[src/hdl/sha_params.svh]
`ifndef SHA_PARAMS_SVH
`define SHA_PARAMS_SVH

// FIFO capacity in entries
// One block accumulates while another is compressed, so 17 at least
`define SHA_FIFO_DEPTH 32

// Width of the fill count, holds 0 to SHA_FIFO_DEPTH
`define SHA_FIFO_CW 6

// Fill count at which half-full asserts
`define SHA_HALF_MARK 16

`endif
[src/hdl/sha_pkg.sv]
`default_nettype none

package sha_pkg;

	`include "sha_params.svh"

	// Message or state word
	typedef logic [31:0] word_t;

	// Valid bytes in one word, 0 to 4
	typedef logic [2:0] nbytes_t;

	// Message length in bytes
	typedef logic [31:0] len_t;

	// Digest with H0 in the top bits
	typedef logic [255:0] digest_t;

	// Round index
	typedef logic [5:0] round_t;

	// FIFO fill count
	typedef logic [`SHA_FIFO_CW-1:0] fifo_cnt_t;

	// One FIFO entry, left aligned big-endian bytes
	typedef struct packed {
		word_t   data;
		nbytes_t nbytes;
		logic    last;
	} word_entry_t;

	// Compressor FSM
	typedef enum logic [2:0] {
		IDLE, FILL, PAD, PRE, ROUND, ADD, LEN_ONLY, DONE
	} comp_state_t;

endpackage

`default_nettype wire

[src/hdl/sha_msg_packer.sv]
`timescale 1ns/10ps
`default_nettype none

module sha_msg_packer import sha_pkg::*; (
	input  wire         clk,
	input  wire         rst_n,
	input  wire         update,
	input  wire word_t   data_in,
	input  wire nbytes_t bytes_valid,
	input  wire         finalize,
	output logic        push,
	output word_entry_t push_entry
);

	// Holding register for the most recent beat
	word_t   hold_data;
	nbytes_t hold_nbytes;
	logic    hold_valid;

	// Clear the unused low bytes of a partial word
	function automatic word_t mask_bytes(input word_t d, input nbytes_t n);
		word_t keep;
		case (n)
			3'd1:    keep = 32'hff00_0000;
			3'd2:    keep = 32'hffff_0000;
			3'd3:    keep = 32'hffff_ff00;
			3'd4:    keep = 32'hffff_ffff;
			default: keep = 32'h0000_0000;
		endcase
		return d & keep;
	endfunction

	//////////////////////////////////////////////////////////////////////
	// Push side

	// Update releases the held beat, finalize always pushes
	assign push = finalize || (update && hold_valid);

	always_comb begin
		push_entry.data   = hold_data;
		push_entry.nbytes = hold_nbytes;
		push_entry.last   = finalize;
		// Empty message gets a zero-length last entry
		if (finalize && !hold_valid) begin
			push_entry.data   = '0;
			push_entry.nbytes = '0;
		end
	end

	//////////////////////////////////////////////////////////////////////
	// Holding register

	always_ff @(posedge clk or negedge rst_n) begin
		if (!rst_n) begin
			hold_valid <= 1'b0;
		end else if (finalize) begin
			hold_valid <= 1'b0;
		end else if (update) begin
			hold_valid <= 1'b1;
		end
	end

	// Beat payload
	always_ff @(posedge clk) begin
		if (update) begin
			hold_data   <= mask_bytes(data_in, bytes_valid);
			hold_nbytes <= bytes_valid;
		end
	end

endmodule

`default_nettype wire

[config.mk]
export PLATFORM = sky130hd
export DESIGN_NAME = sha_msg_packer
export DESIGN_NICKNAME = d
export VERILOG_FILES = /design/src/hdl/sha_pkg.sv /design/src/hdl/sha_msg_packer.sv
export VERILOG_INCLUDE_DIRS = /design/src /design/src/hdl
export SDC_FILE = /design/constraint.sdc
export NUM_CORES = 1
export LEC_CHECK = 0
export ABC_AREA = 1
export BUFFER_PORTS_ARGS = -buffer_cell sky130_fd_sc_hd__buf_2
export CAP_MARGIN = 20
export CORE_UTILIZATION = 30
export DETAILED_ROUTE_END_ITERATION = 10
export PLACE_DENSITY_LB_ADDON = 0.3
export SYNTH_ARGS = -nofsm -noshare
export SYNTH_HDL_FRONTEND = slang
export SYNTH_SLANG_ARGS = --single-unit
[constraint.sdc]
create_clock -name clk -period 1.3 [get_ports clk]
set_input_delay 0.39 -clock clk [delete_from_list [all_inputs] [get_ports clk]]
set_output_delay 0.39 -clock clk [all_outputs]
set_load 0.01 [all_outputs]
* Yosys cells after proc, flatten, opt, wreduce, memory -nomap -nowiden
Cells that the tools add are included.
** Storage, ports and cells
- Flip-flop bits (word level) :: 36
- Bits of input ports :: 39
- Output and inout bits :: 37
- Logic and storage cells :: 18
** Cells by class
- Eq/ne operators :: 4
- Muxes and demuxes :: 5
- Bitwise gates (word level) :: 1
- Reduce and logical (&&, ||, !) cells :: 5
** Operator list (count)
- 32-bit one-hot mux with 4 select lines :: 1
- 35-bit 2-to-1 mux :: 1
- 32-bit bitwise AND :: 1
- 32-bit 2-to-1 mux :: 1
- 3-bit by 2-bit equality test with 1-bit output (second input constant) :: 2
- 3-bit by 1-bit equality test with 1-bit output (second input constant) :: 1
- 3-bit equality test (second input constant) :: 1
- 1-bit logical AND :: 2
- 1-bit 2-to-1 mux :: 2
- 2-bit nonzero test :: 1
- 1-bit zero test :: 1
- 1-bit logical OR :: 1

* Logic depth before layout (Yosys ltp)
- Word-level depth :: 4
- Gate-level depth with buffers :: 4
- Mapped depth without buffers :: 4

* Worst setup path after synthesis
Ideal clock, no wire load.
- Path kind :: input port to output port
- Start point :: input port finalize
- End point :: output port push_entry[10] (netlist bit)
- Arrival :: 0.885 ns
- Required time :: 0.910 ns
- Slack :: 0.025 ns
- Stages on the path :: 4
- Buffers on the path :: 1
- Cells stage by stage :: inv_1 -> nor2_2 -> buf_4 -> nor2_1
** RTL lines
- from (decl) :: RTL line sha_msg_packer.sv:10 : input wire finalize,
- to (decl) :: RTL line sha_msg_packer.sv:12 : output word_entry_t push_entry

==> metrics.yaml <==
timing.rr.end: "hold_valid"
drive_gt1_share_pct: 36.5
r2r-start: "hold_valid"
sinks_on_clock_net: 36
clk-insertion-delay-late_ns: 0.27
xor_xnor_share_of_the_synthesized_area_pct: 0
starting_density_of_the_core_pct: 31.1
setup.worst_path.end_class: "output port"
min_to: "hold_nbytes[2]"
first_global_vias: 1330
finish.net_count: 313
synthMostInstantiatedCell: "inv_1"
final_period_minus_worst_setup_slack_ns: 1.60
total_of_buffers_placed_on_input_and_output_ports: 75
timing.fmax_mhz: 626
fraction_of_the_mapped_netlist_area_in_compound_gates_pct: 7.05
worstPathArrival_ns: 1.21
rows: 27
final_critical_path_setup_slack_ns: -0.297
max_stage_delay_ns: 0.40
fp.dieW_um: 77.3
clk_path_buf_depth: 2
violations: "negative setup slack"
synth_mux_area_share_pct: 0
static-leakage-power_nw: 1.27
synth.cell_area_um2: 1700
initial_antenna_violation_count: 0
ctsRootBufferMaster: "clkbuf_8"
grt_setup_unrepaired: "true"
synth_seq_cells: 36
simple_gate_portion_of_the_synthesized_area_pct: 13.0
synthDistinctLibCells: 13
wl_mm: 3.35
synth-main-ff-cell: "edfxtp_1"
synth-warning-count: 0
finalClockSkew_ns: 0
die_h_um: 77.3
overall_power_consumption_w: 0.00257
die_footprint_um2: 5980
drt_iter0_markers: 24
groute.usage.overall_pct: 12.4
cts_inserted_buffers: 5
worstHoldPathCells: 1
post-route-period-util_pct: 123
cts_tree: "done"
max_cap_violations: 0
synth_fp_nets: 221
vdd.ir_drop.worst_v: 0.000580
run_status: "complete, but fails checks"
worst_hold_startpoint: "bytes_valid[2]"
top_level_ports: 76
timing.critical_path.required_ns: 0.91
n_antenna_cell: 0
tightest_slew_ns: 0.297
ff2ff_path_depth: 8
routed_via_density: 4.00
yosys-top-cells-area: "edfxtp_1 62%, inv_1 14%, nor2_1 11%"
cellPowerDensity_nw_per_um2: 1090
finalMaxSlewViolations: 0
gr-total-overflow: 0
post-synth-top-area-fraction_pct: 61.7
combinational_family_with_the_most_area_after_synthesis: "buffers and inverters"
detail_route.wl_per_cell_um: 9.68
post_synth.cell_area_avg_um2: 9.36
hp-class: "input port to flop"
most_numerous_cell_types_in_the_synthesized_netlist: "63 x inv_1, 51 x nor2_1, 35 x edfxtp_1, 9 x a21oi_1, 8 x a21boi_0"
drt.antenna.violating_nets: 0
max_transition_margin_pct: 80.2
pin_count_of_the_biggest_net_entering_global_routing: 24
synth_edf_count: 35
report.final.setup_viol: 37
seq_area_frac_synth_pct: 63.2
routabilityCongestion: 0.636
adder_and_majority_gate_portion_of_the_synthesized_area_pct: 0
timing_hold_violations_final: 0
layout.filler_cells: 600
synth_area_leader_cell: "edfxtp_1"
criticalPathCategory: "flop to output port"
layout_area_overhead_pct: 38.4
drt_pre_antenna_iters: 4
ff2ff_setup_slack_ns: -0.05
grt_pass1_wl_mm: 5.64
timing.critical_path.slowest_stage_cell: "dfrtp_1"
post_synth_inst_count: 182
cp_max_fo: 10
cts_max_level: 2
detailed_place_hpwl_mm: 2.38
final_util_pct: 43.0
vias: 1383
post-route-drc-count: 0
async_reset_ff_share_pct: 2.78
setup.worst_path.start_class: "flop"
coreArea_um2: 5470
crit_path_cell_trace: "nor2_4, buf_6, nor2_1, buf_2"
cts.reportedPaths.clkPinSlew_ns: 0.06
==> per-stage QoR <==
step	setup WS (ns)	area (um2)	hold slack (ns)	TNS [ns]	std cells
6_report	-0.297	2360	0.337	-9.49	346
5_1_grt	-0.381	2360	0.321	-12.58	346
4_1_cts	-0.334	2360	0.324	-10.75	346
3_5_place_dp	-0.209	2190	0.169	-5.27	331
3_3_place_gp	-0.207	2190	0.167	-4.86	331
2_1_floorplan	0.0245	1700	0.0944	0	182
==> worst max path at each step <==
stage | start | to | cells after the start
2_1_floorplan | finalize | push_entry[10] | 4
3_3_place_gp | finalize | push_entry[2] | 6
3_5_place_dp | finalize | push_entry[2] | 6
4_1_cts | hold_valid | push_entry[2] | 4
5_1_grt | hold_valid | push_entry[2] | 4
6_report | hold_valid | push_entry[2] | 4
==> flip-flops by register name (all words and copies together), names as in the netlist <==
register / flops
hold_data: 32
hold_nbytes: 3
hold_valid: 1
==> kinds of logic (layout without fill, tap and decap cells) <==
logic type / count (synthesis) / count (layout)
buf+inv: 69 / 161
flops: 36 / 36
simple gates: 57 / 57
compound gates: 20 / 20
==> routing by layer <==
metal	GRT usage, %	vias to the layer above	wire length (um)
li1	-	715	-
met4	3.96	0	28
met1	13.5	616	1460
met3	3.88	4	208
met5	0	-	0
met2	22.7	48	1650
==> cells in the final DEF (no fill, tap or decap), types with 2 or more instances in the layout <==
master    netlist  routed
a21boi_0        8       8
buf_4           5      11
o21ai_1         2       3
inv_1          63      63
clkbuf_8        0       5
nand2_1         3       3
edfxtp_1       35      35
a21oi_1         9       8
buf_6           1       2
buf_2           0      75
nor2_1         51      51
==> critical path, delay by kind of cell (launching register included) <==
kind	cells	cell delay (ns)
flops	1	0.40
simple gates	2	0.22
buf+inv	2	0.31
==> repair_timing <==
item / 4_1_cts / 5_1_grt
hold endpoints to repair: 1 / 0
buffers inserted: 6 / 0
resized for setup: 8 / 0
gates cloned: 1 / 0
pin swaps: 2 / 0
hold buffers: 1 / 0
endpoints found under the setup margin: 36 / 37
==> layout make-up <==
cell class              instances  area [um2]  area share [%]
flip-flops and latches         36        1080            45.7
repair buffers                 91         526            22.3
multi-input cells              77         350            14.9
inverters                      63         236            10.0
well taps                      72        90.1            3.82
clock buffers                   6        72.6            3.08
clock inverters                 1        5.00           0.212
==> report_power, final <==
group | leakage (nW) | internal (W) | total [W] | switching [W]
Combinational | 0.883 | 0.000210 | 0.000459 | 0.000249
Clock | 0.0410 | 0.000363 | 0.000711 | 0.000347
Sequential | 0.349 | 0.00137 | 0.00140 | 0.0000221
Note: power is estimated with default switching activity, not from simulation.
