<file path="src/hdl/sha_params.svh">
`ifndef SHA_PARAMS_SVH
`define SHA_PARAMS_SVH

// FIFO capacity in entries
// One block accumulates while another is compressed, so 17 at least
`define SHA_FIFO_DEPTH 32

// Width of the fill count, holds 0 to SHA_FIFO_DEPTH
`define SHA_FIFO_CW 6

// Fill count at which half-full asserts
`define SHA_HALF_MARK 16

`endif
</file>
<file path="src/hdl/sha_pkg.sv">
`default_nettype none

package sha_pkg;

	`include "sha_params.svh"

	// Message or state word
	typedef logic [31:0] word_t;

	// Valid bytes in one word, 0 to 4
	typedef logic [2:0] nbytes_t;

	// Message length in bytes
	typedef logic [31:0] len_t;

	// Digest with H0 in the top bits
	typedef logic [255:0] digest_t;

	// Round index
	typedef logic [5:0] round_t;

	// FIFO fill count
	typedef logic [`SHA_FIFO_CW-1:0] fifo_cnt_t;

	// One FIFO entry, left aligned big-endian bytes
	typedef struct packed {
		word_t   data;
		nbytes_t nbytes;
		logic    last;
	} word_entry_t;

	// Compressor FSM
	typedef enum logic [2:0] {
		IDLE, FILL, PAD, PRE, ROUND, ADD, LEN_ONLY, DONE
	} comp_state_t;

endpackage

`default_nettype wire

</file>
<file path="src/hdl/sha_k_rom.sv">
`timescale 1ns/10ps
`default_nettype none

module sha_k_rom import sha_pkg::*; (
	input  wire    clk,
	input  wire round_t k_index,
	output word_t  k_value
);

	// Round constants, one clock from index to value
	always_ff @(posedge clk) begin
		case (k_index)
			6'd0:  k_value <= 32'h428a2f98;
			6'd1:  k_value <= 32'h71374491;
			6'd2:  k_value <= 32'hb5c0fbcf;
			6'd3:  k_value <= 32'he9b5dba5;
			6'd4:  k_value <= 32'h3956c25b;
			6'd5:  k_value <= 32'h59f111f1;
			6'd6:  k_value <= 32'h923f82a4;
			6'd7:  k_value <= 32'hab1c5ed5;
			6'd8:  k_value <= 32'hd807aa98;
			6'd9:  k_value <= 32'h12835b01;
			6'd10: k_value <= 32'h243185be;
			6'd11: k_value <= 32'h550c7dc3;
			6'd12: k_value <= 32'h72be5d74;
			6'd13: k_value <= 32'h80deb1fe;
			6'd14: k_value <= 32'h9bdc06a7;
			6'd15: k_value <= 32'hc19bf174;
			6'd16: k_value <= 32'he49b69c1;
			6'd17: k_value <= 32'hefbe4786;
			6'd18: k_value <= 32'h0fc19dc6;
			6'd19: k_value <= 32'h240ca1cc;
			6'd20: k_value <= 32'h2de92c6f;
			6'd21: k_value <= 32'h4a7484aa;
			6'd22: k_value <= 32'h5cb0a9dc;
			6'd23: k_value <= 32'h76f988da;
			6'd24: k_value <= 32'h983e5152;
			6'd25: k_value <= 32'ha831c66d;
			6'd26: k_value <= 32'hb00327c8;
			6'd27: k_value <= 32'hbf597fc7;
			6'd28: k_value <= 32'hc6e00bf3;
			6'd29: k_value <= 32'hd5a79147;
			6'd30: k_value <= 32'h06ca6351;
			6'd31: k_value <= 32'h14292967;
			6'd32: k_value <= 32'h27b70a85;
			6'd33: k_value <= 32'h2e1b2138;
			6'd34: k_value <= 32'h4d2c6dfc;
			6'd35: k_value <= 32'h53380d13;
			6'd36: k_value <= 32'h650a7354;
			6'd37: k_value <= 32'h766a0abb;
			6'd38: k_value <= 32'h81c2c92e;
			6'd39: k_value <= 32'h92722c85;
			6'd40: k_value <= 32'ha2bfe8a1;
			6'd41: k_value <= 32'ha81a664b;
			6'd42: k_value <= 32'hc24b8b70;
			6'd43: k_value <= 32'hc76c51a3;
			6'd44: k_value <= 32'hd192e819;
			6'd45: k_value <= 32'hd6990624;
			6'd46: k_value <= 32'hf40e3585;
			6'd47: k_value <= 32'h106aa070;
			6'd48: k_value <= 32'h19a4c116;
			6'd49: k_value <= 32'h1e376c08;
			6'd50: k_value <= 32'h2748774c;
			6'd51: k_value <= 32'h34b0bcb5;
			6'd52: k_value <= 32'h391c0cb3;
			6'd53: k_value <= 32'h4ed8aa4a;
			6'd54: k_value <= 32'h5b9cca4f;
			6'd55: k_value <= 32'h682e6ff3;
			6'd56: k_value <= 32'h748f82ee;
			6'd57: k_value <= 32'h78a5636f;
			6'd58: k_value <= 32'h84c87814;
			6'd59: k_value <= 32'h8cc70208;
			6'd60: k_value <= 32'h90befffa;
			6'd61: k_value <= 32'ha4506ceb;
			6'd62: k_value <= 32'hbef9a3f7;
			default: k_value <= 32'hc67178f2;
		endcase
	end

endmodule

`default_nettype wire

</file>
<file path="config.mk">
export PLATFORM = sky130hd
export DESIGN_NAME = sha_k_rom
export DESIGN_NICKNAME = d
export VERILOG_FILES = /design/src/hdl/sha_pkg.sv /design/src/hdl/sha_k_rom.sv
export VERILOG_INCLUDE_DIRS = /design/src /design/src/hdl
export SDC_FILE = /design/constraint.sdc
export NUM_CORES = 1
export LEC_CHECK = 0
export BUFFER_PORTS_ARGS = -buffer_cell sky130_fd_sc_hd__clkbuf_2
export CAP_MARGIN = 20
export CORE_ASPECT_RATIO = 1.25
export CORE_UTILIZATION = 45
export CTS_CLUSTER_DIAMETER = 200
export DETAILED_ROUTE_END_ITERATION = 12
export PLACE_DENSITY = 0.61
export SLEW_MARGIN = 10
export SYNTH_ARGS = -nofsm -noshare
export SYNTH_HDL_FRONTEND = slang
export SYNTH_SLANG_ARGS = --single-unit
</file>
<file path="constraint.sdc">
create_clock -name clk -period 3.9 [get_ports clk]
set_clock_uncertainty 0.05 [all_clocks]
set_input_delay 0.39 -clock clk [delete_from_list [all_inputs] [get_ports clk]]
set_output_delay 0.39 -clock clk [all_outputs]
set_load 0.1 [all_outputs]
</file>
After elaboration in Yosys (flattened, before gate mapping). Memory sizes are Yosys's and may differ from the RTL's. A register that Yosys moved wholly into a read port is not among the register bits. Index checks and enable logic that the tools add are counted.

Register bits after elaboration: 0. Bits in read-only memories: 2048. Output and inout port bits: 32. Word-level logic and storage cells: 1. Memories kept: 1.

Memories: (name not given) (depth 64, bits a word 32, read ports 1, clocked after Yosys merged registers in 1, write ports 0, RTL line sha_k_rom.sv:12) `case (k_index)`.

Depth between registers and ports, before layout.
Depth in word-level cells: 0. Depth in mapped cells: 10. Mapped depth without buffers: 6.

Least setup slack after synthesis. OpenSTA, ideal clock, no wires.

Kind: input -> register. From: input port k_index[0]. To: register k_value[22]. Setup time: 0.121 ns. Data arrival time: 2.290 ns. Slack: 1.439 ns. Cell stages on the path: 8. Buffers on the path: 2. Cells stage by stage: buf_2 > buf_2 > inv_1 > ha_1 > and2_1 > or2_0 > mux4_2 > mux2_2.

RTL lines: start: declaration (RTL line sha_k_rom.sv:6) `input wire round_t k_index,`; end: declaration (RTL line sha_k_rom.sv:7) `output word_t k_value`.

==> flow_summary.yaml <==
die:
  start_util_pct: 46.7
  dieArea_sq_um: 9460
  die_h_um: 108
  coreArea_sq_um: 8750
  pin_count: 39
  fp-row-count: 38
  die_x_um: 87.2
detailed_routing:
  drc: 0
  routed_wl_um: 15800
  drt_iter0_drc: 990
  vias: 4553
  drt.antenna.violating_nets: 0
  dr.pass1.iters: 6
  wire_per_inst_um: 24.5
  routed_via_density: 7.09
timing:
  whs_ns: 0.635
  drv_slew: 0
  finalHoldViolations: 0
  tightestPinTransition_ns: 0.996
  fmax_ghz: 0.341
  post-route-period-util_pct: 75.3
  finalCriticalPeriod_ns: 2.94
  rsz0062_at_grt: "no"
  maxSlewHeadroom_pct: 33.5
  finalSetupTns_ns: 0
  finalSetupViolations: 0
cts:
  cts_tree: "built"
  cts_resized: 0
  holdBufCountCts: 0
  clock_path_buffers: 2
  clk_pin_slew_ns: 0.09
  cts-root-buf: "clkbuf_8"
  cts_made_buffers: 5
  cts_setup_buffers: 0
  numClockSinks: 32
  cts-htree-levels: 2
cells_and_area:
  seqCellArea_sq_um: 641
  fin_nets: 548
  post-route-util_pct: 48.7
  reg_top3: "k_value x32"
  multi_input_area_sq_um: 3050
  antenna_cells: 0
  layout-drive-gt1-share_pct: 16.9
  nFillCells: 928
  syn2layout_area_growth_pct: 4.41
  largest_register_ffs: 32
  top_register: "k_value"
yosys:
  synth_cells: 535
  postSynthAreaPerCell_sq_um: 7.63
  synth_edf_count: 0
  syn_nets: 562
  synthArstFlopShare_pct: 0
  synth_seq_area_share_pct: 15.7
  ys_types: 68
  netlist_area_sq_um: 4080
  synth_seq_cells: 32
  synth-main-ff-cell: "dfxtp_1"
  yosys_warnings: 0
pwr:
  p_leak_uw: 0.00162
  peakVddDrop_mv: 0.155
  p_total_uw: 1590
  p_per_area_nw_per_um2: 373
setup_path:
  critPathRequiredTime_ns: 4.01
  crit_fanout: 22
  arrival_ns: 3.05
  end_kind: "flop"
  start_kind: "input port"
  path_class: "in -> reg"
grt:
  grt_pass1_vias: 3980
  grt_use_total_pct: 33.8
  grt.overflow.total: 0
  grt_pass1_wl_um: 23700
  antenna_found_initial: 0
  grt_start_max_net_pins: 77
worst_hold_path:
  worstHoldPathCells: 4
  holdCritStartpoint: "k_index[4]"
  hold_path_class: "in -> reg"
  min_to: "k_value[15]$_DFF_P_"
job:
  drv_cap: 0
placed_design:
  gp_congestion: 0.994
  dp_hpwl_um: 10300
  port_buffers: 38
run_status:
  status: "completed"
## metal layers
metal,up-vias,GRT usage (%),part of all wire [%]
li1,1986,-,-
met1,2083,45.7,38
met2,408,49.5,43
met3,76,6.11,12
met4,0,20.7,6.9
met5,-,0,0
## worst max-delay path, cell delays in order
cell	delay, ns
clkbuf_2	0.25
inv_1	0.23
ha_1	0.68
nor2b_1	0.91
nor3_1	0.10
o311ai_0	0.35
o21ai_0	0.13
## per-stage QoR
| stage | instance area [sq um] | cells | worst slack, ns |
|---|---|---|---|
| 2_1_floorplan | 4080 | 535 | 1.44 |
| 6_report | 4260 | 642 | 0.965 |
| 3_5_place_dp | 4140 | 634 | 0.798 |
| 3_3_place_gp | 4140 | 634 | 0.844 |
| 5_1_grt | 4260 | 642 | 0.880 |
| 4_1_cts | 4260 | 642 | 1.09 |
## cell families after synthesis
kind of cell / Yosys count / share of synthesized area (%)
compound gates: 194 / 33.4
simple gates: 180 / 22.2
buf+inv: 77 / 9.71
flops: 32 / 15.7
mux: 30 / 12.4
fa+ha+maj: 20 / 6.13
xor+xnor: 2 / 0.429
## cell usage after synthesis, types with 4 or more instances
master     number  area (sq um)
a2111oi_0       5          43.8
a211oi_1       16           120
a21o_1          6          45.0
a21oi_1        34           170
a221o_1         4          40.0
a221oi_1        7          61.3
a311oi_1        8          70.1
a31oi_1        12          75.1
and2_1          8          50.1
buf_1           5          18.8
buf_2          35           175
buf_4           6          45.0
buf_6           4          45.0
clkbuf_1       18          67.6
dfxtp_1        32           641
ha_1           20           250
inv_2           5          18.8
mux2_2          4          45.0
mux2i_1        10           100
mux4_2         16           360
nand2_1        36           135
nand2b_1       12          75.1
nand3_1         8          40.0
nor2_1         42           158
nor2b_1        28           175
nor3_1         21           105
o211ai_1       10          75.1
o21a_1          6          45.0
o21ai_0        34           170
o221ai_1        4          35.0
o311ai_0        6          52.6
o31ai_1         6          45.0
or3_1           5          31.3
## area by class of cell
class / count / area share (%)
multi-input cells: 426 / 71.4
flip-flops and latches: 32 / 15.0
repair buffers: 48 / 6.34
well taps: 120 / 3.52
clock buffers: 7 / 2.26
clock inverters: 1 / 0.704
inverters: 8 / 0.704
## layout by cell type (no fill, tap or decap), types with 7 or more instances in the layout
| cell type | count |
|---|---|
| o211ai_1 | 10 |
| dfxtp_1 | 32 |
| clkbuf_2 | 36 |
| a311oi_1 | 8 |
| and2_1 | 8 |
| buf_4 | 12 |
| a21oi_1 | 34 |
| nand2_1 | 36 |
| a211oi_1 | 16 |
| a31oi_1 | 12 |
| a221oi_1 | 7 |
| nor3_1 | 21 |
| nor2_1 | 42 |
| nor2b_1 | 28 |
| nand2b_1 | 12 |
| clkbuf_8 | 7 |
| o21ai_0 | 34 |
| nand3_1 | 8 |
| mux2i_1 | 10 |
| ha_1 | 20 |
| mux4_2 | 16 |
## report_power, final
part           switching, uW  internal [uW]  total (uW)
Clock                    151            226         377
Sequential              14.1            371         385
Combinational            630            197         827
## worst max-delay path by stage
stage / startpoint / to / cells past startpoint
CTS: k_index[0] / k_value[10]$_DFF_P_ / 7
detailed placement: k_index[0] / k_value[10]$_DFF_P_ / 7
finish: k_index[0] / k_value[10]$_DFF_P_ / 7
global route: k_index[0] / k_value[10]$_DFF_P_ / 7
floorplan: k_index[0] / k_value[22]$_DFF_P_ / 8
global placement: k_index[0] / k_value[10]$_DFF_P_ / 7
(Power assumes the default switching activity.)
