### src/hdl/sha_params.svh
`ifndef SHA_PARAMS_SVH
`define SHA_PARAMS_SVH

// FIFO capacity in entries
// One block accumulates while another is compressed, so 17 at least
`define SHA_FIFO_DEPTH 32

// Width of the fill count, holds 0 to SHA_FIFO_DEPTH
`define SHA_FIFO_CW 6

// Fill count at which half-full asserts
`define SHA_HALF_MARK 16

`endif
### src/hdl/sha_pkg.sv
`default_nettype none

package sha_pkg;

	`include "sha_params.svh"

	// Message or state word
	typedef logic [31:0] word_t;

	// Valid bytes in one word, 0 to 4
	typedef logic [2:0] nbytes_t;

	// Message length in bytes
	typedef logic [31:0] len_t;

	// Digest with H0 in the top bits
	typedef logic [255:0] digest_t;

	// Round index
	typedef logic [5:0] round_t;

	// FIFO fill count
	typedef logic [`SHA_FIFO_CW-1:0] fifo_cnt_t;

	// One FIFO entry, left aligned big-endian bytes
	typedef struct packed {
		word_t   data;
		nbytes_t nbytes;
		logic    last;
	} word_entry_t;

	// Compressor FSM
	typedef enum logic [2:0] {
		IDLE, FILL, PAD, PRE, ROUND, ADD, LEN_ONLY, DONE
	} comp_state_t;

endpackage

`default_nettype wire

### src/hdl/sha_word_fifo.sv
`timescale 1ns/10ps
`default_nettype none

`include "sha_params.svh"

module sha_word_fifo import sha_pkg::*; (
	input  wire         clk,
	input  wire         rst_n,
	input  wire         push,
	input  wire word_entry_t push_entry,
	input  wire         pop,
	output word_entry_t head,
	output fifo_cnt_t   fifo_count,
	output logic        fifo_full,
	output logic        fifo_half_full
);

	localparam int AW = $clog2(`SHA_FIFO_DEPTH);

	// Entry storage
	word_entry_t mem [`SHA_FIFO_DEPTH];

	logic [AW-1:0] wr_ptr;
	logic [AW-1:0] rd_ptr;
	logic          do_push;
	logic          do_pop;

	// Drop writes when full, ignore pops when empty
	assign do_push = push && !fifo_full;
	assign do_pop  = pop && (fifo_count != '0);

	// Oldest entry, shown without delay
	assign head = mem[rd_ptr];

	assign fifo_full      = (fifo_count == fifo_cnt_t'(`SHA_FIFO_DEPTH));
	assign fifo_half_full = (fifo_count >= fifo_cnt_t'(`SHA_HALF_MARK));

	always_ff @(posedge clk) begin
		if (do_push)
			mem[wr_ptr] <= push_entry;
	end

	// Pointers and fill count
	always_ff @(posedge clk or negedge rst_n) begin
		if (!rst_n) begin
			wr_ptr     <= '0;
			rd_ptr     <= '0;
			fifo_count <= '0;
		end else begin
			if (do_push)
				wr_ptr <= (wr_ptr == AW'(`SHA_FIFO_DEPTH - 1)) ? '0 : wr_ptr + 1'b1;
			if (do_pop)
				rd_ptr <= (rd_ptr == AW'(`SHA_FIFO_DEPTH - 1)) ? '0 : rd_ptr + 1'b1;
			// Push and pop together leave the count alone
			if (do_push && !do_pop)
				fifo_count <= fifo_count + 1'b1;
			else if (do_pop && !do_push)
				fifo_count <= fifo_count - 1'b1;
		end
	end

endmodule

`default_nettype wire

### config.mk
export PLATFORM = sky130hd
export DESIGN_NAME = sha_word_fifo
export DESIGN_NICKNAME = d
export VERILOG_FILES = /design/src/hdl/sha_pkg.sv /design/src/hdl/sha_word_fifo.sv
export VERILOG_INCLUDE_DIRS = /design/src /design/src/hdl
export SDC_FILE = /design/constraint.sdc
export NUM_CORES = 1
export LEC_CHECK = 0
export BUFFER_PORTS_ARGS = -buffer_cell sky130_fd_sc_hd__buf_2
export CAP_MARGIN = 30
export CORE_MARGIN = 1
export CORE_UTILIZATION = 28
export DETAILED_ROUTE_END_ITERATION = 6
export GPL_TIMING_DRIVEN = 0
export SETUP_SLACK_MARGIN = 0.3
export SLEW_MARGIN = 15
export SYNTH_ARGS = -nofsm -noshare
export SYNTH_HDL_FRONTEND = slang
export SYNTH_SLANG_ARGS = --single-unit
### constraint.sdc
create_clock -name clk -period 3 [get_ports clk]
set_input_delay 0.3 -clock clk [delete_from_list [all_inputs] [get_ports clk]]
set_output_delay 0.3 -clock clk [all_outputs]
set_load 0.02 [all_outputs]
* Word level (Yosys, flattened, before mapping) *
Memories as Yosys holds them, arrays and structs flattened.
Index checks and enable logic that the tools add are counted.

word-level totals
  memories kept = 1
  register bits after elaboration = 16
  RAM bits = 1,152
  output and inout bits = 44
  input port bits = 40
  word-level logic and storage cells = 27

memory list
  memory  depth  width  read ports  clocked after Yosys merged registers in  wr ports  line                 text
  mem     32     36     1           0                                        1         sha_word_fifo.sv:21  word_entry_t mem [`SHA_FIFO_DEPTH];

operators by class
  reduce and logical (&&, ||, !) cells = 9
  add/sub/neg operators = 4
  mux-type cells = 6
  equality and inequality tests = 3
  magnitude comparators = 1

operators by type and width
  cell                                                 number
  two-way mux 6 bit                                    2
  adder 5 x 1 -> 5 bit, second input constant          2
  equality test 5 bit, second input constant           2
  two-way mux 5 bit                                    2
  adder 6 x 1 -> 6 bit, second input constant          1
  equality test 6 bit, second input constant           1
  >= comparator 6 x 5 -> 1 bit, second input constant  1
  nonzero test 6 bit                                   1
  subtractor 6 x 1 -> 6 bit, second input constant     1
  logical AND 1 bit                                    4
  zero test 1 bit                                      3
  two-way mux 1 bit                                    2
  nonzero test 2 bit                                   1

* Logic depth before layout (Yosys ltp) *
Gate-level depths: netlist of the first run.

  depth after elaboration = 7
  gate-level depth with buffers = 10
  mapped depth without buffers = 10

* Worst setup path after synthesis of the first run *
No wires, ideal clock.

  path kind = reg2reg
  start = reg fifo_count[0]
  end = mem mem[29][0] (netlist bit) (enable)
  path buffers = 0
  library setup time = 429 ps
  cell stages (with the launch flop) = 6
  clock period less this slack = 3,100 ps
  path slack = -100 ps
  arrival = 2,671 ps
  required time = 2,571 ps
  cells stage by stage = dfrtp_1 -> or4_4 -> o31ai_4 -> inv_2 -> nand2_1 -> nor2_1

between the ends
  word-level cells in the longest chain between the ends = 5

ends and longest elaborated chain
  what                                     line                 text
  from (decl)                              sha_word_fifo.sv:13  output fifo_cnt_t fifo_count,
  from (signal assigned)                   sha_word_fifo.sv:56  fifo_count <= fifo_count + 1'b1;
  from (signal assigned)                   sha_word_fifo.sv:58  fifo_count <= fifo_count - 1'b1;
  equality test 6 bit                      sha_word_fifo.sv:35  assign fifo_full = (fifo_count == fifo_cnt_t'(`SHA_FIFO_DEPTH));
  zero test 1 bit                          sha_word_fifo.sv:29  assign do_push = push && !fifo_full;
  logical AND 1 bit                        sha_word_fifo.sv:29
  named net do_push                        sha_word_fifo.sv:25  logic do_push;
  two-way mux 1 bit                        sha_word_fifo.sv:39  if (do_push)
  two-way mux 1 bit (implied by the code)  sha_word_fifo.sv:40  mem[wr_ptr] <= push_entry;
  to (decl)                                sha_word_fifo.sv:21

The timed path passes the listed nets, and every way through them passes these cells.

==> impl_results.md, run 1 <==
* Outcome: complete, but fails checks
* Failing checks: negative setup slack
* FMAX at 320 MHz
* Die height at 401 µm
* R2R depth at 9
* Filler cell count at 14.5k
* Iter 0 DRT Violations at 2428
* # IOs at 84
* Commonest non-fill, non-tap cell in the layout: edfxtp_1
* R2R Path End: fifo_count[4]$_DFFE_PN0P_
* Min setup slack post-route at -0.126 ns
* FF-to-FF Start: fifo_count[2]$_DFFE_PN0P_
* H-tree Lvls at 3
* Die X at 401 µm
* Grt total ovfl at 0
* Hold slack at 0.0768 ns
* Syn_nets at 2086
* Avg Vias per Cell at 4.87
* First-pass GRT wire length at 161000 µm
* Top cells by area, synth: edfxtp_1 78%, mux4_2 11%, mux2i_1 3.2%, a22oi_1 1.8%, o221ai_1 1.4%
* Most frequent cells in the layout: 1152 x edfxtp_1, 217 x mux4_2, 128 x mux2i_1, 117 x clkbuf_16, 73 x buf_12
* Gr usage total at 0.138
* Static leakage at 17.1 nW
* Site Rows at 146
* Worst-path clk slew at 0.07 ns
* CTS buffer count at 112
* Final period util at 1.04
* Vias at 21.8k
* Worst Path Arrival at 2.83 ns
* Number of global-route vias before repair at 22.2k
* Final setup vio count at 36
* Non-filler cells, final at 4479
* Clock root buffer: clkbuf_16
* I/O Buffers at 83
* Detailed Route WL at 113000 µm
* Flops & latches, synth at 1168
* Place WS at -0.537 ns
* CTS tree: built
* WL/cell at 25.2 µm
* Yosys warning total at 0
* Area Overhead vs Synth at 23.2%
* CP Max Fanout at 6
* HP Class: in -> reg
* Post-synth EDFFs at 1152
* Initial antenna violation count at 6
* Pin count of the biggest net entering global routing at 33
* Core area at 0.158 mm²
* RSZ-0062 raised after global routing: yes
* FFs w/ async S/R, synth at 0.0137
* Critical Path Start: rd_ptr[0]$_DFFE_PN0P_
* Crit path to: head[34]
* Pwr Total at 51.0 mW
* Area leader, netlist: edfxtp_1
* Placed Cells at 4249
* Measured slew at the worst slew-check pin at 0.865 ns
* PwrDens at 929 mW/mm²
* Max-cap violations at 0
* Post-layout util at 0.347
* Finished Cell Area at 0.0549 mm²
* Clock Sinks at 1168
* Routed Antenna Nets at 0
* Yosys top cell area share at 0.776
* Setup TNS at -2.06 ns
* Final Hold Fails at 0
* Final HPWL DP at 75200 µm
* Worst slew margin at 0.422
* Worst Clk Skew at 0.0559 ns
* Clock Tree Buf Depth at 3
* Worst Setup End Kind: output port
* Worst-skew pair later-pin latency at 0.73 ns
* Final Slew Violations at 0
* Fin nets at 2367
* Layout cells sized above 1 at 0.372
* Pre-antenna DRT Iters at 5
* CP required at 2.70 ns
* Ys flop type: edfxtp_1
* Element type at the critical path start: register
* Post-synthesis area per instance at 21.9 µm²
* Final Critical Period at 3.13 ns
* Critical path class: reg -> out
* Syn Inst Count at 2032
* Post-DP Area at 0.0491 mm²
* Drc violations at 0
* Max IR drop VDD at 0.538 mV
* Starting density of the core at 0.282
* Total Die Area at 0.161 mm²
* Placer Congestion at 0.758
* Cell area after synthesis at 0.0446 mm²
* Sequential area share after synthesis at 0.785
* R2R Setup Slk at 0.33 ns
* Distinct cells, synth at 48
## worst min-delay path by stage
stage / start / to / depth (start not counted) / slack, ns
floorplan: rst_n / fifo_count[0]$_DFFE_PN0P_ / 0 / 0.004
CTS: push_entry[2] / mem[27][2]$_DFFE_PP_ / 1 / 0.02
global placement: rst_n / fifo_count[1]$_DFFE_PN0P_ / 1 / 0.30
detailed placement: rst_n / fifo_count[2]$_DFFE_PN0P_ / 1 / 0.29
finish: push_entry[2] / mem[20][2]$_DFFE_PP_ / 1 / 0.08
global route: push_entry[14] / mem[20][14]$_DFFE_PP_ / 1 / 0.07
## routing by layer
metal | GRT usage | wire length, µm | vias to the layer above
met5 | 0 | 39 | -
met4 | 0.0300 | 1790 | 6
met3 | 0.0234 | 6940 | 133
met2 | 0.231 | 56100 | 697
met1 | 0.187 | 48200 | 11725
li1 | - | - | 9231
## registers in the layout (all words and copies together) (netlist names)
name / flops
fifo_count: 6
mem: 1152
rd_ptr: 5
wr_ptr: 5
## critical path, cell delays in order, from the launching register on
cell and delay, ns:
dfrtp_2 0.44, buf_12 0.16, buf_12 0.15, mux4_2 0.54, a2111oi_4 0.39, a311oi_2 0.10, buf_4 0.20, buf_6 0.13
## repair_timing
action | 4_1_cts | 5_1_grt
pin swaps | 17 | 30
gates resized for setup | 315 | 194
endpoints found under the hold margin | 17 | 0
endpoints found under the setup margin | 706 | 352
hold buffers | 2 | 0
gates cloned | 0 | 5
setup buffers | 5 | 11
## logic make-up after synthesis
group / count (synthesis) / synth area share
and+or+nand+nor: 88 / 0.00983
adders and majority gates: 14 / 0.00410
xor gates and xnor gates: 3 / 0.000590
buffers and inverters: 124 / 0.0136
DFF: 1168 / 0.785
AOI/OAI and AO/OA: 273 / 0.0442
muxes: 362 / 0.142
## layout make-up
cell class                 instances  area (µm²)  share of cell area
antenna                            2        5.00           0.0000912
buffer                           114        1280              0.0234
clock buffer                     133        2880              0.0525
clock inverter                    73         857              0.0156
inverter                           9        43.8            0.000798
multi-input combinational        740       10200               0.186
sequential                      1168       35000               0.638
tap                             2072        2590              0.0472
timing repair buffer             168        2020              0.0368
## synthesized netlist by cell type (all sizes together), types with 9 or more instances
| cell | instances |
|---|---|
| nor2 | 38 |
| dfrtp | 16 |
| ha | 13 |
| a22oi | 105 |
| a21oi | 73 |
| mux2i | 143 |
| o21ai | 10 |
| inv | 9 |
| nand2 | 15 |
| edfxtp | 1152 |
| clkbuf | 57 |
| buf | 58 |
| o221ai | 70 |
| mux4 | 217 |
## power by group
group | leakage, nW | internal [mW] | total, mW | switching [mW]
clock network | 1.83 | 8.11 | 14.3 | 6.17
registers | 10.6 | 18.9 | 19.1 | 0.274
logic | 4.70 | 7.41 | 17.6 | 10.2
total | 17.1 | 34.4 | 51.0 | 16.6
Power figures use the tool's default switching activity.
==> inputs of run 2 (changes only) <==
--- a/config.mk
+++ b/config.mk
@@ -8,10 +8,13 @@
 export LEC_CHECK = 0
 export BUFFER_PORTS_ARGS = -buffer_cell sky130_fd_sc_hd__buf_2
 export CAP_MARGIN = 30
+export CELL_PAD_IN_SITES_DETAIL_PLACEMENT = 0
+export CELL_PAD_IN_SITES_GLOBAL_PLACEMENT = 1
 export CORE_MARGIN = 1
-export CORE_UTILIZATION = 28
+export CORE_UTILIZATION = 48
 export DETAILED_ROUTE_END_ITERATION = 6
 export GPL_TIMING_DRIVEN = 0
+export PLACE_DENSITY_LB_ADDON = 0.1
 export SETUP_SLACK_MARGIN = 0.3
 export SLEW_MARGIN = 15
 export SYNTH_ARGS = -nofsm -noshare
==> run 2 against run 1 <==
Compared with the run above: first-iteration DRC count shrank 12%; worst hold slack got worse by 0.033 ns; largest power group unchanged; global-route usage increased by 10 points; non-clock buffer count unchanged; total power is 2.1% lower; the run still ends with negative setup slack left; clock-buffer cell count rose by 19; clock power about the same; maximum frequency increased by 1.7%; flip-flop and latch count did not move; final cell count shrank 18%; die area down 41%.
==> impl_results.md, run 2 (same netlist as run 1, synthesis figures left out) <==
* Outcome: complete, but fails checks
* Failing checks: negative setup slack
* Max IR drop VDD at 0.581 mV (+7.9%)
* Min setup slack post-route at -0.0745 ns (+0.0518 ns)
* Largest reg by FF count: mem
* Largest register FFs at 1152 (unchanged)
* H-tree Lvls at 3 (unchanged)
* Vias at 21.9k (+0.52%)
* Static leakage at 17.1 nW (about the same)
* Starting density of the core at 0.485 (+0.204)
* CP Max Fanout at 10 (+4)
* PwrDens at 932 mW/mm² (+0.25%)
* Routed Antenna Nets at 0 (unchanged)
* Detailed Route WL at 111000 µm (-1.6%)
* Measured slew at the worst slew-check pin at 0.788 ns (-0.0768 ns)
* Total Die Area at 0.0940 mm² (-41%)
* Fin nets at 2374 (+0.30%)
* Placed Cells at 3425 (-19%)
* Most frequent cells in the layout: 1152 x edfxtp_1, 217 x mux4_2, 132 x mux2i_1, 127 x clkbuf_16, 74 x buf_2
* Critical path class: reg -> out
* Antenna cells at 0 (-2)
* CTS tree: built
* Worst Clk Skew at 0.0219 ns (-0.0340 ns)
* Drc violations at 0 (unchanged)
* Final period util at 1.02 (-0.0173)
* RSZ-0062 raised after global routing: yes
* FMAX at 325 MHz (+1.7%)
* CP required at 2.70 ns (about the same)
* Non-filler cells, final at 3663 (-18%)
* Largest registers: mem: 1152 flops, fifo_count: 6 flops
* Worst slew margin at 0.473 (+0.0513)
* Worst Setup End Kind: output port
* Iter 0 DRT Violations at 2148 (-12%)
* Final Critical Period at 3.07 ns (-0.0518 ns)
* CTS buffer count at 119 (+6.3%)
* Final HPWL DP at 74200 µm (-1.3%)
* Clock root buffer: clkbuf_16
* Number of global-route vias before repair at 22.7k (+2.5%)
* Clock Sinks at 1168 (unchanged)
* Placer Congestion at 0.752 (-0.82%)
* # IOs at 84 (unchanged)
* HP Class: in -> reg
* Pin count of the biggest net entering global routing at 33 (unchanged)
* Final Hold Fails at 0 (unchanged)
* Commonest non-fill, non-tap cell in the layout: edfxtp_1
* Avg Vias per Cell at 5.98 (+23%)
* Layout cells sized above 1 at 0.345 (-0.0267)
* Worst-skew pair later-pin latency at 0.69 ns (-0.04 ns)
* Max-cap violations at 0 (unchanged)
* Initial antenna violation count at 1 (-5)
* First-pass GRT wire length at 159000 µm (-1.1%)
* Gr usage total at 0.240 (+0.102)
* I/O Buffers at 83 (unchanged)
* Core area at 0.0918 mm² (-42%)
* Site Rows at 111 (-24%)
* Worst Path Arrival at 2.77 ns (-0.06 ns)
* Worst-path clk slew at 0.06 ns (about the same)
* Hold slack at 0.0441 ns (-0.0328 ns)
* Setup TNS at -1.15 ns (+0.912 ns)
* Post-layout util at 0.584 (+0.237)
* Area Overhead vs Synth at 20.3%
* Die X at 307 µm (-24%)
* Pre-antenna DRT Iters at 7 (+2)
* Die height at 307 µm (-24%)
* Final Slew Violations at 0 (unchanged)
* WL/cell at 30.4 µm (+20%)
* Element type at the critical path start: register
* Grt total ovfl at 0 (unchanged)
* Clock Tree Buf Depth at 3 (unchanged)
* Final setup vio count at 29 (-19%)
## run 2: final timing paths
kind | slack, ns | endpoint | from | cells after the start
max in group asynchronous | 2.53 | rd_ptr[0]$_DFFE_PN0P_ | rst_n | 2
min in group asynchronous | 0.10 | fifo_count[4]$_DFFE_PN0P_ | rst_n | 2
worst min-delay path | 0.04 | wr_ptr[4]$_DFFE_PN0P_ | push | 5
worst min register to register | 0.55 | fifo_count[3]$_DFFE_PN0P_ | fifo_count[3]$_DFFE_PN0P_ | 2
worst max register to register | 0.38 | mem[28][19]$_DFFE_PP_ | fifo_count[3]$_DFFE_PN0P_ | 7
worst max-delay path | -0.07 | head[25] | rd_ptr[0]$_DFFE_PN0P_ | 9
## run 2: final cells by class
type | count | area (µm²)
sequential | 1168 | 35000
buffer | 113 | 1290
clock buffer | 152 | 3120
timing repair buffer | 169 | 2140
inverter | 9 | 36.3
multi-input combinational | 740 | 9920
clock inverter | 69 | 534
tap | 1243 | 1560
fill | 6708 | 38200
## run 2: through the flow
stage,power (mW),cell area [µm²],setup slack (ns)
detailed placement,33.9,48200,-0.376
CTS,49.2,52800,-0.162
global placement,33.3,46500,-2.44
global route,51.8,53600,-0.169
finish,49.9,53600,-0.0745
floorplan,28.3,44600,-0.100
## run 2: layer usage
layer	wire [µm]	global-route usage
met5	13	0
met2	55300	0.396
met3	6480	0.0340
met1	47800	0.342
met4	1720	0.0527
## run 2: power breakdown
group | leakage (nW) | internal (mW) | switching (mW) | total (mW)
logic | 4.72 | 7.17 | 9.68 | 16.8
clock network | 1.80 | 7.86 | 6.10 | 14.0
registers | 10.6 | 18.9 | 0.260 | 19.1
## run 2: what timing repair did
item                                    CTS  global route
pin swaps                                 6            14
endpoints found under the setup margin  660            54
setup buffers                             9             4
hold endpoints to repair                 16             0
cloned                                    0             5
hold buffers                              1             0
gates resized for setup                 276           133
## run 2: worst max-delay path: stages (launching register included)
cell and delay [ns]:
dfrtp_2 0.47, buf_12 0.17, buf_16 0.16, clkbuf_16 0.19
clkbuf_16 0.20, mux2i_1 0.14, o221ai_1 0.22, a21oi_1 0.07
a22oi_1 0.22, buf_2 0.22
