**config.mk**
```make
export PLATFORM = sky130hd
export DESIGN_NAME = sha_compressor
export DESIGN_NICKNAME = d
export VERILOG_FILES = /design/src/hdl/sha_pkg.sv /design/src/hdl/sha_compressor.sv
export VERILOG_INCLUDE_DIRS = /design/src /design/src/hdl
export SDC_FILE = /design/constraint.sdc
export NUM_CORES = 2
export LEC_CHECK = 0
export BUFFER_PORTS_ARGS = -buffer_cell sky130_fd_sc_hd__buf_4
export CAP_MARGIN = 20
export CORE_AREA = 3 3 427 429
export CTS_BUF_LIST = sky130_fd_sc_hd__clkbuf_4
export CTS_CLUSTER_DIAMETER = 50
export DETAILED_ROUTE_END_ITERATION = 7
export DIE_AREA = 0 0 430 432
export GPL_ROUTABILITY_DRIVEN = 0
export GPL_TIMING_DRIVEN = 0
export PLACE_DENSITY = 0.7
export SYNTH_ARGS = -nofsm -noshare
export SYNTH_HDL_FRONTEND = slang
export SYNTH_SLANG_ARGS = --single-unit
export TNS_END_PERCENT = 20
```
**constraint.sdc**
```tcl
create_clock -name clk -period 19.7 [get_ports clk]
set_clock_uncertainty 0.1 [all_clocks]
set_input_delay 0 -clock clk [delete_from_list [all_inputs] [get_ports clk]]
set_output_delay 0 -clock clk [all_outputs]
set_load 0.02 [all_outputs]
```
**src/hdl/sha_params.svh**
```systemverilog
`ifndef SHA_PARAMS_SVH
`define SHA_PARAMS_SVH

// FIFO capacity in entries
// One block accumulates while another is compressed, so 17 at least
`define SHA_FIFO_DEPTH 32

// Width of the fill count, holds 0 to SHA_FIFO_DEPTH
`define SHA_FIFO_CW 6

// Fill count at which half-full asserts
`define SHA_HALF_MARK 16

`endif
```
**src/hdl/sha_pkg.sv**
```systemverilog
`default_nettype none

package sha_pkg;

	`include "sha_params.svh"

	// Message or state word
	typedef logic [31:0] word_t;

	// Valid bytes in one word, 0 to 4
	typedef logic [2:0] nbytes_t;

	// Message length in bytes
	typedef logic [31:0] len_t;

	// Digest with H0 in the top bits
	typedef logic [255:0] digest_t;

	// Round index
	typedef logic [5:0] round_t;

	// FIFO fill count
	typedef logic [`SHA_FIFO_CW-1:0] fifo_cnt_t;

	// One FIFO entry, left aligned big-endian bytes
	typedef struct packed {
		word_t   data;
		nbytes_t nbytes;
		logic    last;
	} word_entry_t;

	// Compressor FSM
	typedef enum logic [2:0] {
		IDLE, FILL, PAD, PRE, ROUND, ADD, LEN_ONLY, DONE
	} comp_state_t;

endpackage

`default_nettype wire

```
**src/hdl/sha_compressor.sv**
```systemverilog
`timescale 1ns/10ps
`default_nettype none

module sha_compressor import sha_pkg::*; (
	input  wire         clk,
	input  wire         rst_n,
	input  wire word_entry_t head,
	input  wire fifo_cnt_t   fifo_count,
	output logic        pop,
	output round_t      k_index,
	input  wire word_t       k_value,
	output logic        hash_valid,
	output digest_t     hash
);

	// Initial hash values H0..H7
	localparam word_t IV [8] = '{
		32'h6a09e667, 32'hbb67ae85, 32'h3c6ef372, 32'ha54ff53a,
		32'h510e527f, 32'h9b05688c, 32'h1f83d9ab, 32'h5be0cd19
	};

	comp_state_t state;

	// Message schedule window, w[0] is W[t] during rounds
	word_t w [16];
	// Working a..h and chaining H0..H7
	word_t wv [8];
	word_t hv [8];
	word_t hsum [8];

	logic [3:0] widx;
	round_t     round;
	len_t       msg_len;
	// Current block carries the length
	logic       final_blk;
	// Length block still owed
	logic       len_pending;

	logic  need_len_blk;
	word_t keep_mask;
	word_t pad_bits;
	word_t len_hi;
	word_t len_lo;
	word_t t1;
	word_t t2;
	word_t w_next;

	function automatic word_t rotr(input word_t x, input int n);
		return (x >> n) | (x << (32 - n));
	endfunction

	//////////////////////////////////////////////////////////////////////
	// Padding helpers

	// 0x80 and length do not both fit, or data filled the block
	assign need_len_blk = (msg_len[5:0] > 6'd55) ||
		((msg_len[5:0] == 6'd0) && (msg_len != '0));

	// Bit length, big-endian 64 bits
	assign len_hi = {29'd0, msg_len[31:29]};
	assign len_lo = {msg_len[28:0], 3'd0};

	// Byte position of the 0x80 marker
	always_comb begin
		case (msg_len[1:0])
			2'd0: begin
				keep_mask = 32'h0000_0000;
				pad_bits  = 32'h8000_0000;
			end
			2'd1: begin
				keep_mask = 32'hff00_0000;
				pad_bits  = 32'h0080_0000;
			end
			2'd2: begin
				keep_mask = 32'hffff_0000;
				pad_bits  = 32'h0000_8000;
			end
			default: begin
				keep_mask = 32'hffff_ff00;
				pad_bits  = 32'h0000_0080;
			end
		endcase
	end

	//////////////////////////////////////////////////////////////////////
	// Round datapath

	always_comb begin
		// T1 from e, f, g, h plus K and W
		t1 = wv[7] + (rotr(wv[4], 6) ^ rotr(wv[4], 11) ^ rotr(wv[4], 25)) +
			((wv[4] & wv[5]) ^ (~wv[4] & wv[6])) + k_value + w[0];
		// T2 from a, b, c
		t2 = (rotr(wv[0], 2) ^ rotr(wv[0], 13) ^ rotr(wv[0], 22)) +
			((wv[0] & wv[1]) ^ (wv[0] & wv[2]) ^ (wv[1] & wv[2]));
		// W[t+16] for the schedule
		w_next = (rotr(w[14], 17) ^ rotr(w[14], 19) ^ (w[14] >> 10)) + w[9] +
			(rotr(w[1], 7) ^ rotr(w[1], 18) ^ (w[1] >> 3)) + w[0];
		for (int i = 0; i < 8; i++)
			hsum[i] = hv[i] + wv[i];
	end

	// Stall on empty FIFO
	assign pop = (state == FILL) && (fifo_count != '0);

	// K for round r+1 is fetched during round r
	assign k_index = (state == ROUND) ? round + 6'd1 : '0;

	always_ff @(posedge clk) begin
		case (state)
			IDLE: begin
				// New message, restart the chain
				if (fifo_count != '0)
					hv <= IV;
			end
			FILL: begin
				if (pop)
					w[widx] <= head.data;
			end
			PAD: begin
				// Marker after last byte, zeros behind it
				if (!((msg_len[5:0] == 6'd0) && (msg_len != '0))) begin
					for (int i = 0; i < 16; i++) begin
						if (i == int'(msg_len[5:2]))
							w[i] <= (w[i] & keep_mask) | pad_bits;
						else if (i > int'(msg_len[5:2]))
							w[i] <= '0;
					end
				end
				if (!need_len_blk) begin
					w[14] <= len_hi;
					w[15] <= len_lo;
				end
			end
			LEN_ONLY: begin
				// Marker here only when the data block was full
				w[0] <= (msg_len[5:0] == 6'd0) ? 32'h8000_0000 : 32'h0;
				for (int i = 1; i < 14; i++)
					w[i] <= '0;
				w[14] <= len_hi;
				w[15] <= len_lo;
			end
			PRE: begin
				wv <= hv;
			end
			ROUND: begin
				for (int i = 0; i < 15; i++)
					w[i] <= w[i + 1];
				w[15] <= w_next;
				wv[0] <= t1 + t2;
				wv[1] <= wv[0];
				wv[2] <= wv[1];
				wv[3] <= wv[2];
				wv[4] <= wv[3] + t1;
				wv[5] <= wv[4];
				wv[6] <= wv[5];
				wv[7] <= wv[6];
			end
			ADD: begin
				hv <= hsum;
			end
			default: begin
			end
		endcase
	end

	//////////////////////////////////////////////////////////////////////
	// Control FSM

	always_ff @(posedge clk or negedge rst_n) begin
		if (!rst_n) begin
			state       <= IDLE;
			widx        <= '0;
			round       <= '0;
			msg_len     <= '0;
			final_blk   <= 1'b0;
			len_pending <= 1'b0;
			hash_valid  <= 1'b0;
			hash        <= '0;
		end else begin
			hash_valid <= 1'b0;
			case (state)
				IDLE: begin
					if (fifo_count != '0) begin
						msg_len     <= '0;
						widx        <= '0;
						final_blk   <= 1'b0;
						len_pending <= 1'b0;
						state       <= FILL;
					end
				end
				FILL: begin
					// widx wraps to 0 after a full block
					if (pop) begin
						msg_len <= msg_len + len_t'(head.nbytes);
						widx    <= widx + 4'd1;
						if (head.last)
							state <= PAD;
						else if (widx == 4'd15)
							state <= PRE;
					end
				end
				PAD: begin
					final_blk   <= !need_len_blk;
					len_pending <= need_len_blk;
					state       <= PRE;
				end
				PRE: begin
					round <= '0;
					state <= ROUND;
				end
				ROUND: begin
					round <= round + 6'd1;
					if (round == 6'd63)
						state <= ADD;
				end
				ADD: begin
					if (final_blk) begin
						hash_valid <= 1'b1;
						hash  <= {hsum[0], hsum[1], hsum[2], hsum[3],
							hsum[4], hsum[5], hsum[6], hsum[7]};
						state <= DONE;
					end else if (len_pending) begin
						state <= LEN_ONLY;
					end else begin
						state <= FILL;
					end
				end
				LEN_ONLY: begin
					final_blk   <= 1'b1;
					len_pending <= 1'b0;
					state       <= PRE;
				end
				default: begin
					// DONE, valid pulse is out
					state <= IDLE;
				end
			endcase
		end
	end

endmodule

`default_nettype wire

```
# Yosys cells after proc, flatten, opt, wreduce, memory -nomap -nowiden
# Memories as Yosys holds them, arrays and structs flattened.
# Index checks and enable logic that the tools add are counted.
[word_totals]
romBits = 0
register_bits = 816
ramBits = 512
n_memories = 1
latchBits = 0
in_bits = 76
output_inout_bits = 264
word_cells = 448
[mem_list]
columns = ["name", "depth", "word_bits", "rd", "rd_clocked_by_memory_dff", "write_ports", "line_no", "text"]
rows = [
  ["w", 16, 32, 16, 0, 16, "sha_compressor.sv:25", "word_t w [16];"],
]
[classes]
reduce_logical = 21
multipliers = 0
n_mux = 228
eq_ne = 29
n_lt_le_gt_ge = 16
bitwise = 108
div = 0
add_sub_neg = 21
n_shift = 0
[op_table]
columns = ["cell", "n"]
rows = [
  ["$mux W32", 53],
  ["$pmux W256 S2", 2],
  ["$and A32 B32 Y32", 21],
  ["$add A32 B32 Y32", 18],
  ["$or A32 B32 Y32", 16],
  ["$xor A32 B32 Y32", 9],
  ["$mux W256", 1],
  ["$pmux W32 S3", 2],
  ["$mux W1", 153],
  ["$pmux W32 S2", 1],
  ["$or A1 B1 Y1", 49],
  ["$add A32 B3 Y32", 1],
  ["$eq A4 B4 Y1 const A", 8],
  ["$gt A4 B4 Y1 const A", 8],
  ["$not A32 Y32", 1],
  ["$or A10 B32 Y32", 1],
  ["$or A13 B32 Y32", 1],
  ["$or A14 B32 Y32", 1],
  ["$or A15 B32 Y32", 1],
  ["$or A19 B32 Y32", 1],
  ["$or A21 B32 Y32", 1],
  ["$or A25 B32 Y32", 1],
  ["$or A26 B32 Y32", 1],
  ["$or A30 B32 Y32", 1],
  ["other kinds (45)", 71],
]

# Depth between registers and ports, before layout
[logic_depth]
ltp_word = 10
ltp_mapped = 34
depth_no_buf = 33

# Least setup slack after synthesis
# OpenSTA, ideal clock, no wires.
[synth_path]
kind = "flip-flop to flip-flop"
start = "register state[1]"
end = "register hv[0] (netlist bit), enable pin"
setup_ns = 1.949
period_less_slack_ns = 7.958
path_stages_with_launch = 9
n_path_buf = 5
path_slack_ns = 11.742
t_arrival_ns = 5.909
required_ns = 17.651
path_cell_list = "dfrtp_1 -> buf_2 -> nand2b_1 -> clkbuf_1 -> or2_2 -> clkbuf_1 -> clkbuf_1 -> buf_1 -> nand2_1"
[synth_via]
elab_chain_cells = 3
word_cells_on_any_way = 5
classes_between = "eq/ne (2); reduce/logical (3)"
[synth_lines]
columns = ["element", "line_no", "text"]
rows = [
  ["start: declaration", "sha_compressor.sv:22", "comp_state_t state;"],
  ["start signal: assignment", "sha_compressor.sv:171", "state <= IDLE;"],
  ["start signal: assignment", "sha_compressor.sv:188", "state <= FILL;"],
  ["start signal: assignment", "sha_compressor.sv:197", "state <= PAD;"],
  ["$eq A3 B3 Y1 / $logic_not A3 Y1 (equally long branches)", "sha_compressor.sv:109", "case (state)"],
  ["$reduce_bool A2 Y1 (no line) / $ne A2 B2 Y1 (equally long branches)", "n/a", ""],
  ["$reduce_and A2 Y1 (no line) (*)", "n/a", ""],
  ["end signal: assignment", "sha_compressor.sv:159", "hv <= hsum;"],
  ["end: declaration", "sha_compressor.sv:28", "word_t hv [8];"],
]
# Mark *: on every way between the ends. The rest lies on a longest branch, timed or not.
# A chain may end at the register's enable or synchronous reset.

# Final worst setup path
[layout_path]
start = "register wv[122] (netlist bit)"
end = "register wv[247] (netlist bit), data pin"
[layout_via]
elab_chain_cells = 9
word_cells_on_any_way = 11
classes_between = "add/sub (5); mux (1); bitwise (5)"
[layout_lines]
columns = ["element", "line_no", "text"]
rows = [
  ["start: declaration", "sha_compressor.sv:27", "word_t wv [8];"],
  ["start signal: assignment", "sha_compressor.sv:143", "wv <= hv;"],
  ["$or A21 B32 Y32 / $or A26 B32 Y32 (equally long branches)", "sha_compressor.sv:49", "return (x >> n) | (x << (32 - n));"],
  ["$xor A32 B32 Y32", "sha_compressor.sv:90", "t1 = wv[7] + (rotr(wv[4], 6) ^ rotr(wv[4], 11) ^ rotr(wv[4], 25)) +"],
  ["$xor A32 B32 Y32 (*)", "sha_compressor.sv:90", ""],
  ["$add A32 B32 Y32 (*) (2 in a row)", "sha_compressor.sv:90", ""],
  ["$add A32 B32 Y32 (*) (2 in a row)", "sha_compressor.sv:91", "((wv[4] & wv[5]) ^ (~wv[4] & wv[6])) + k_value + w[0];"],
  ["$add A32 B32 Y32 (*)", "sha_compressor.sv:149", "wv[0] <= t1 + t2;"],
  ["$pmux W256 S2 (*)", "sha_compressor.sv:109", ""],
]
# Marks and branches as above.

==> impl_metrics.env <==
export IMPL_start_kind="flop"
export IMPL_num_rows=155
export IMPL_wl_per_cell_um=27.8
export IMPL_status="finished with violations"
export IMPL_synth_edf_count=769
export IMPL_dpl_hpwl_mm=248
export IMPL_tns_ns=0
export IMPL_dp_cells=11200
export IMPL_grt_pass1_wl_mm=478
export IMPL_reg2reg_slack_ns=11.00
export IMPL_finalCritPeriodShare_pct=44.1
export IMPL_insertion_delay_ns=1.50
export IMPL_drtIter0Drc=12700
export IMPL_clock_sinks=1328
export IMPL_instances_no_fill=12000
export IMPL_cts_max_path_buffers=4
export IMPL_cts_tree="yes"
export IMPL_rsz0062_at_grt="false"
export IMPL_critPathTopFamily="adder cells"
export IMPL_area_growth_syn_to_layout_pct=15.2
export IMPL_synth_xor_area_share_pct=6.59
export IMPL_hold_violations=0
export IMPL_critical_path_class="reg -> reg"
export IMPL_initial_core_util_pct=45.0
export IMPL_worst_ep_arrival_time_ns=9.85
export IMPL_drive_gt1_share_pct=11.6
export IMPL_fillers=16100
export IMPL_synthMuxAreaShare_pct=1.38
export IMPL_synth_area_per_cell_um2=9.51
export IMPL_nets=9972
export IMPL_die_h_um=432
export IMPL_design_portCount=340
export IMPL_crit_slowest_cell="clkbuf_1"
export IMPL_firstDrtPassIters=8
export IMPL_core_region_area_um2=179000
export IMPL_yosysTopAreaCell="edfxtp_1"
export IMPL_grtUsageTotal_pct=35.0
export IMPL_synthSimpleGateAreaFrac_pct=13.5
export IMPL_max_stage_delay_ns=0.58
export IMPL_fmax_ghz=0.115
export IMPL_worst_path_most_repeated_cell="fa_1"
export IMPL_via_per_inst=6.30
export IMPL_synth_top_family_by_area="compound AO/OA/AOI/OAI gates"
export IMPL_slew_headroom_pct=1.08
export IMPL_cts_buffers_inserted=372
export IMPL_seq_area_frac_synth_pct=44.5
export IMPL_synthDistinctLibCells=96
export IMPL_r2r_end="wv[247]"
export IMPL_vias=75500
export IMPL_setup_violations=0
export IMPL_violations="DRC, capacitance limit"
export IMPL_post_route_min_period_ns=8.70
export IMPL_numPortBuffers=327
export IMPL_cts_hold_buf=95
export IMPL_grt_pass1_vias=71900
export IMPL_drt_total_wl_mm=333
export IMPL_ant_nets=0
export IMPL_antenna_found_initial=29
export IMPL_yosys_warnings=0
export IMPL_cp_required_ns=20.86
export IMPL_synth_seq_cells=1328
export IMPL_hp_class="in -> reg"
export IMPL_ys_flop_type="edfxtp_1"
export IMPL_path_buf_inv=5
export IMPL_syn_num_nets=9115
export IMPL_tightest_slew_ns=1.48
export IMPL_worst_hold_path_num_cells=5
export IMPL_grt_max_degree=119
export IMPL_htreeDepth=5
export IMPL_fp_dieW_um=430
export IMPL_synth_top_area_share_pct=28.7
export IMPL_synthArstFlopShare_pct=22.9
export IMPL_synth_commonest_cells="1,580 x nand2_1, 769 x edfxtp_1, 715 x o21ai_0, 521 x nor2_1, 461 x a21oi_1"
export IMPL_slew_violations=0
export IMPL_endpoint_kind="flop"
export IMPL_path_clk_slew_ns=0.07
export IMPL_final_util_pct=51.9
export IMPL_synthCells=8463
export IMPL_netlist_top_cells_area="edfxtp_1 29%, dfrtp_1 9.5%, nand2_1 7.4%"
export IMPL_drv_cap=1
export IMPL_cts_resized=0
export IMPL_synth_compound_area_share_pct=18.5
export IMPL_cts_setup_buffers=0
export IMPL_synth_most_common_cell="nand2_1"
export IMPL_worstRegToRegCells=30
export IMPL_grt_ovfl_total=0
export IMPL_drc=163
export IMPL_synthAdderAreaFrac_pct=10.8
export IMPL_reg2reg_from="wv[122]"
export IMPL_cp_max_fo=6
export IMPL_hold_start="head[16]"
export IMPL_cts_root_buf="clkbuf_4"
export IMPL_syn_area_um2=80500
export IMPL_hold_end="w[3][12]"
export IMPL_die_area_um2=186000
-- sequential cells by signal, summed over array words and instances, names as in the netlist, named ones only --
signal and count:
round 6, hash 256, len_pending 1, msg_len 32, hash_valid 1, wv 256
hv 256, widx 4, w 508, state 3, final_blk 1
-- per-stage QoR --
step	setup slack (ns)	hold slack (ns)	area, um^2
finish	11.00	0.0821	92700
global route	10.55	0.0652	92700
CTS	11.23	0.00355	92500
detailed placement	11.22	0.0307	86800
global placement	4.42	0.305	85900
floorplan	11.74	-0.396	80500
-- worst max-delay path by stage --
stage	from	to	slack, ns	cells past startpoint
global placement	state[1]	hv[53]	4.42	8
global route	wv[106]	wv[255]	10.55	33
finish	wv[122]	wv[247]	11.00	30
floorplan	state[1]	hv[0]	11.74	8
detailed placement	wv[122]	wv[247]	11.22	30
CTS	wv[122]	wv[247]	11.23	30
-- tightest hold or removal path: stages --
cell	delay [ns]
dlygate4sd3_1	0.60
clkbuf_1	0.16
clkbuf_2	0.39
a22oi_1	0.28
a21oi_1	0.08
-- cell families after synthesis --
kind of cell               after synthesis
adders and majority gates              579
and+or+nand+nor                       2603
DFF                                   1328
muxes                                  107
buffers and inverters                  981
AOI/OAI and AO/OA                     2260
xor gates and xnor gates               605
-- placed cells by master (no fill, tap or decap), types with 50 or more instances in the layout --
| cell | netlist | layout |
|---|---|---|
| mux2i_1 | 73 | 73 |
| a22o_1 | 58 | 58 |
| nor3_1 | 82 | 82 |
| clkbuf_4 | 0 | 563 |
| a21oi_1 | 461 | 461 |
| buf_4 | 2 | 330 |
| a221oi_1 | 110 | 110 |
| inv_1 | 460 | 459 |
| clkinv_1 | 2 | 61 |
| o21bai_1 | 52 | 52 |
| and3_1 | 77 | 77 |
| a22oi_1 | 65 | 65 |
| dfxtp_1 | 255 | 255 |
| xor2_1 | 235 | 235 |
| fa_1 | 196 | 196 |
| clkbuf_1 | 456 | 451 |
| a211oi_1 | 100 | 100 |
| ha_1 | 380 | 380 |
| o21ai_0 | 715 | 715 |
| a222oi_1 | 130 | 130 |
| nand2b_1 | 69 | 69 |
| a21o_1 | 224 | 224 |
| dlygate4sd3_1 | 0 | 98 |
| edfxtp_1 | 769 | 769 |
| xnor2_1 | 370 | 370 |
| dfrtp_1 | 304 | 304 |
| nand2_1 | 1580 | 1576 |
| o21a_1 | 50 | 50 |
| nor2_1 | 521 | 521 |
| nand3_1 | 89 | 89 |
-- layer usage --
metal | vias to the layer above | track usage, % | wire length, um
met3 | 1521 | 14.2 | 50800
met5 | - | 0.520 | 109
li1 | 32000 | - | -
met2 | 6036 | 48.4 | 132000
met4 | 14 | 26.5 | 31800
met1 | 35900 | 43.4 | 118000
-- layout make-up --
type | instances | area, um^2 | share of cell area, %
buffer | 518 | 2050 | 2.21
clock inverter | 88 | 477 | 0.514
timing repair buffer | 483 | 4490 | 4.84
tap | 2355 | 2950 | 3.18
antenna | 31 | 77.6 | 0.0837
inverter | 463 | 1750 | 1.88
multi-input combinational | 6154 | 40900 | 44.1
clock buffer | 563 | 4230 | 4.56
sequential | 1328 | 35800 | 38.6
Power is not shown: default switching activity piles up to over one toggle a cycle in this logic, so the estimate is an artifact.
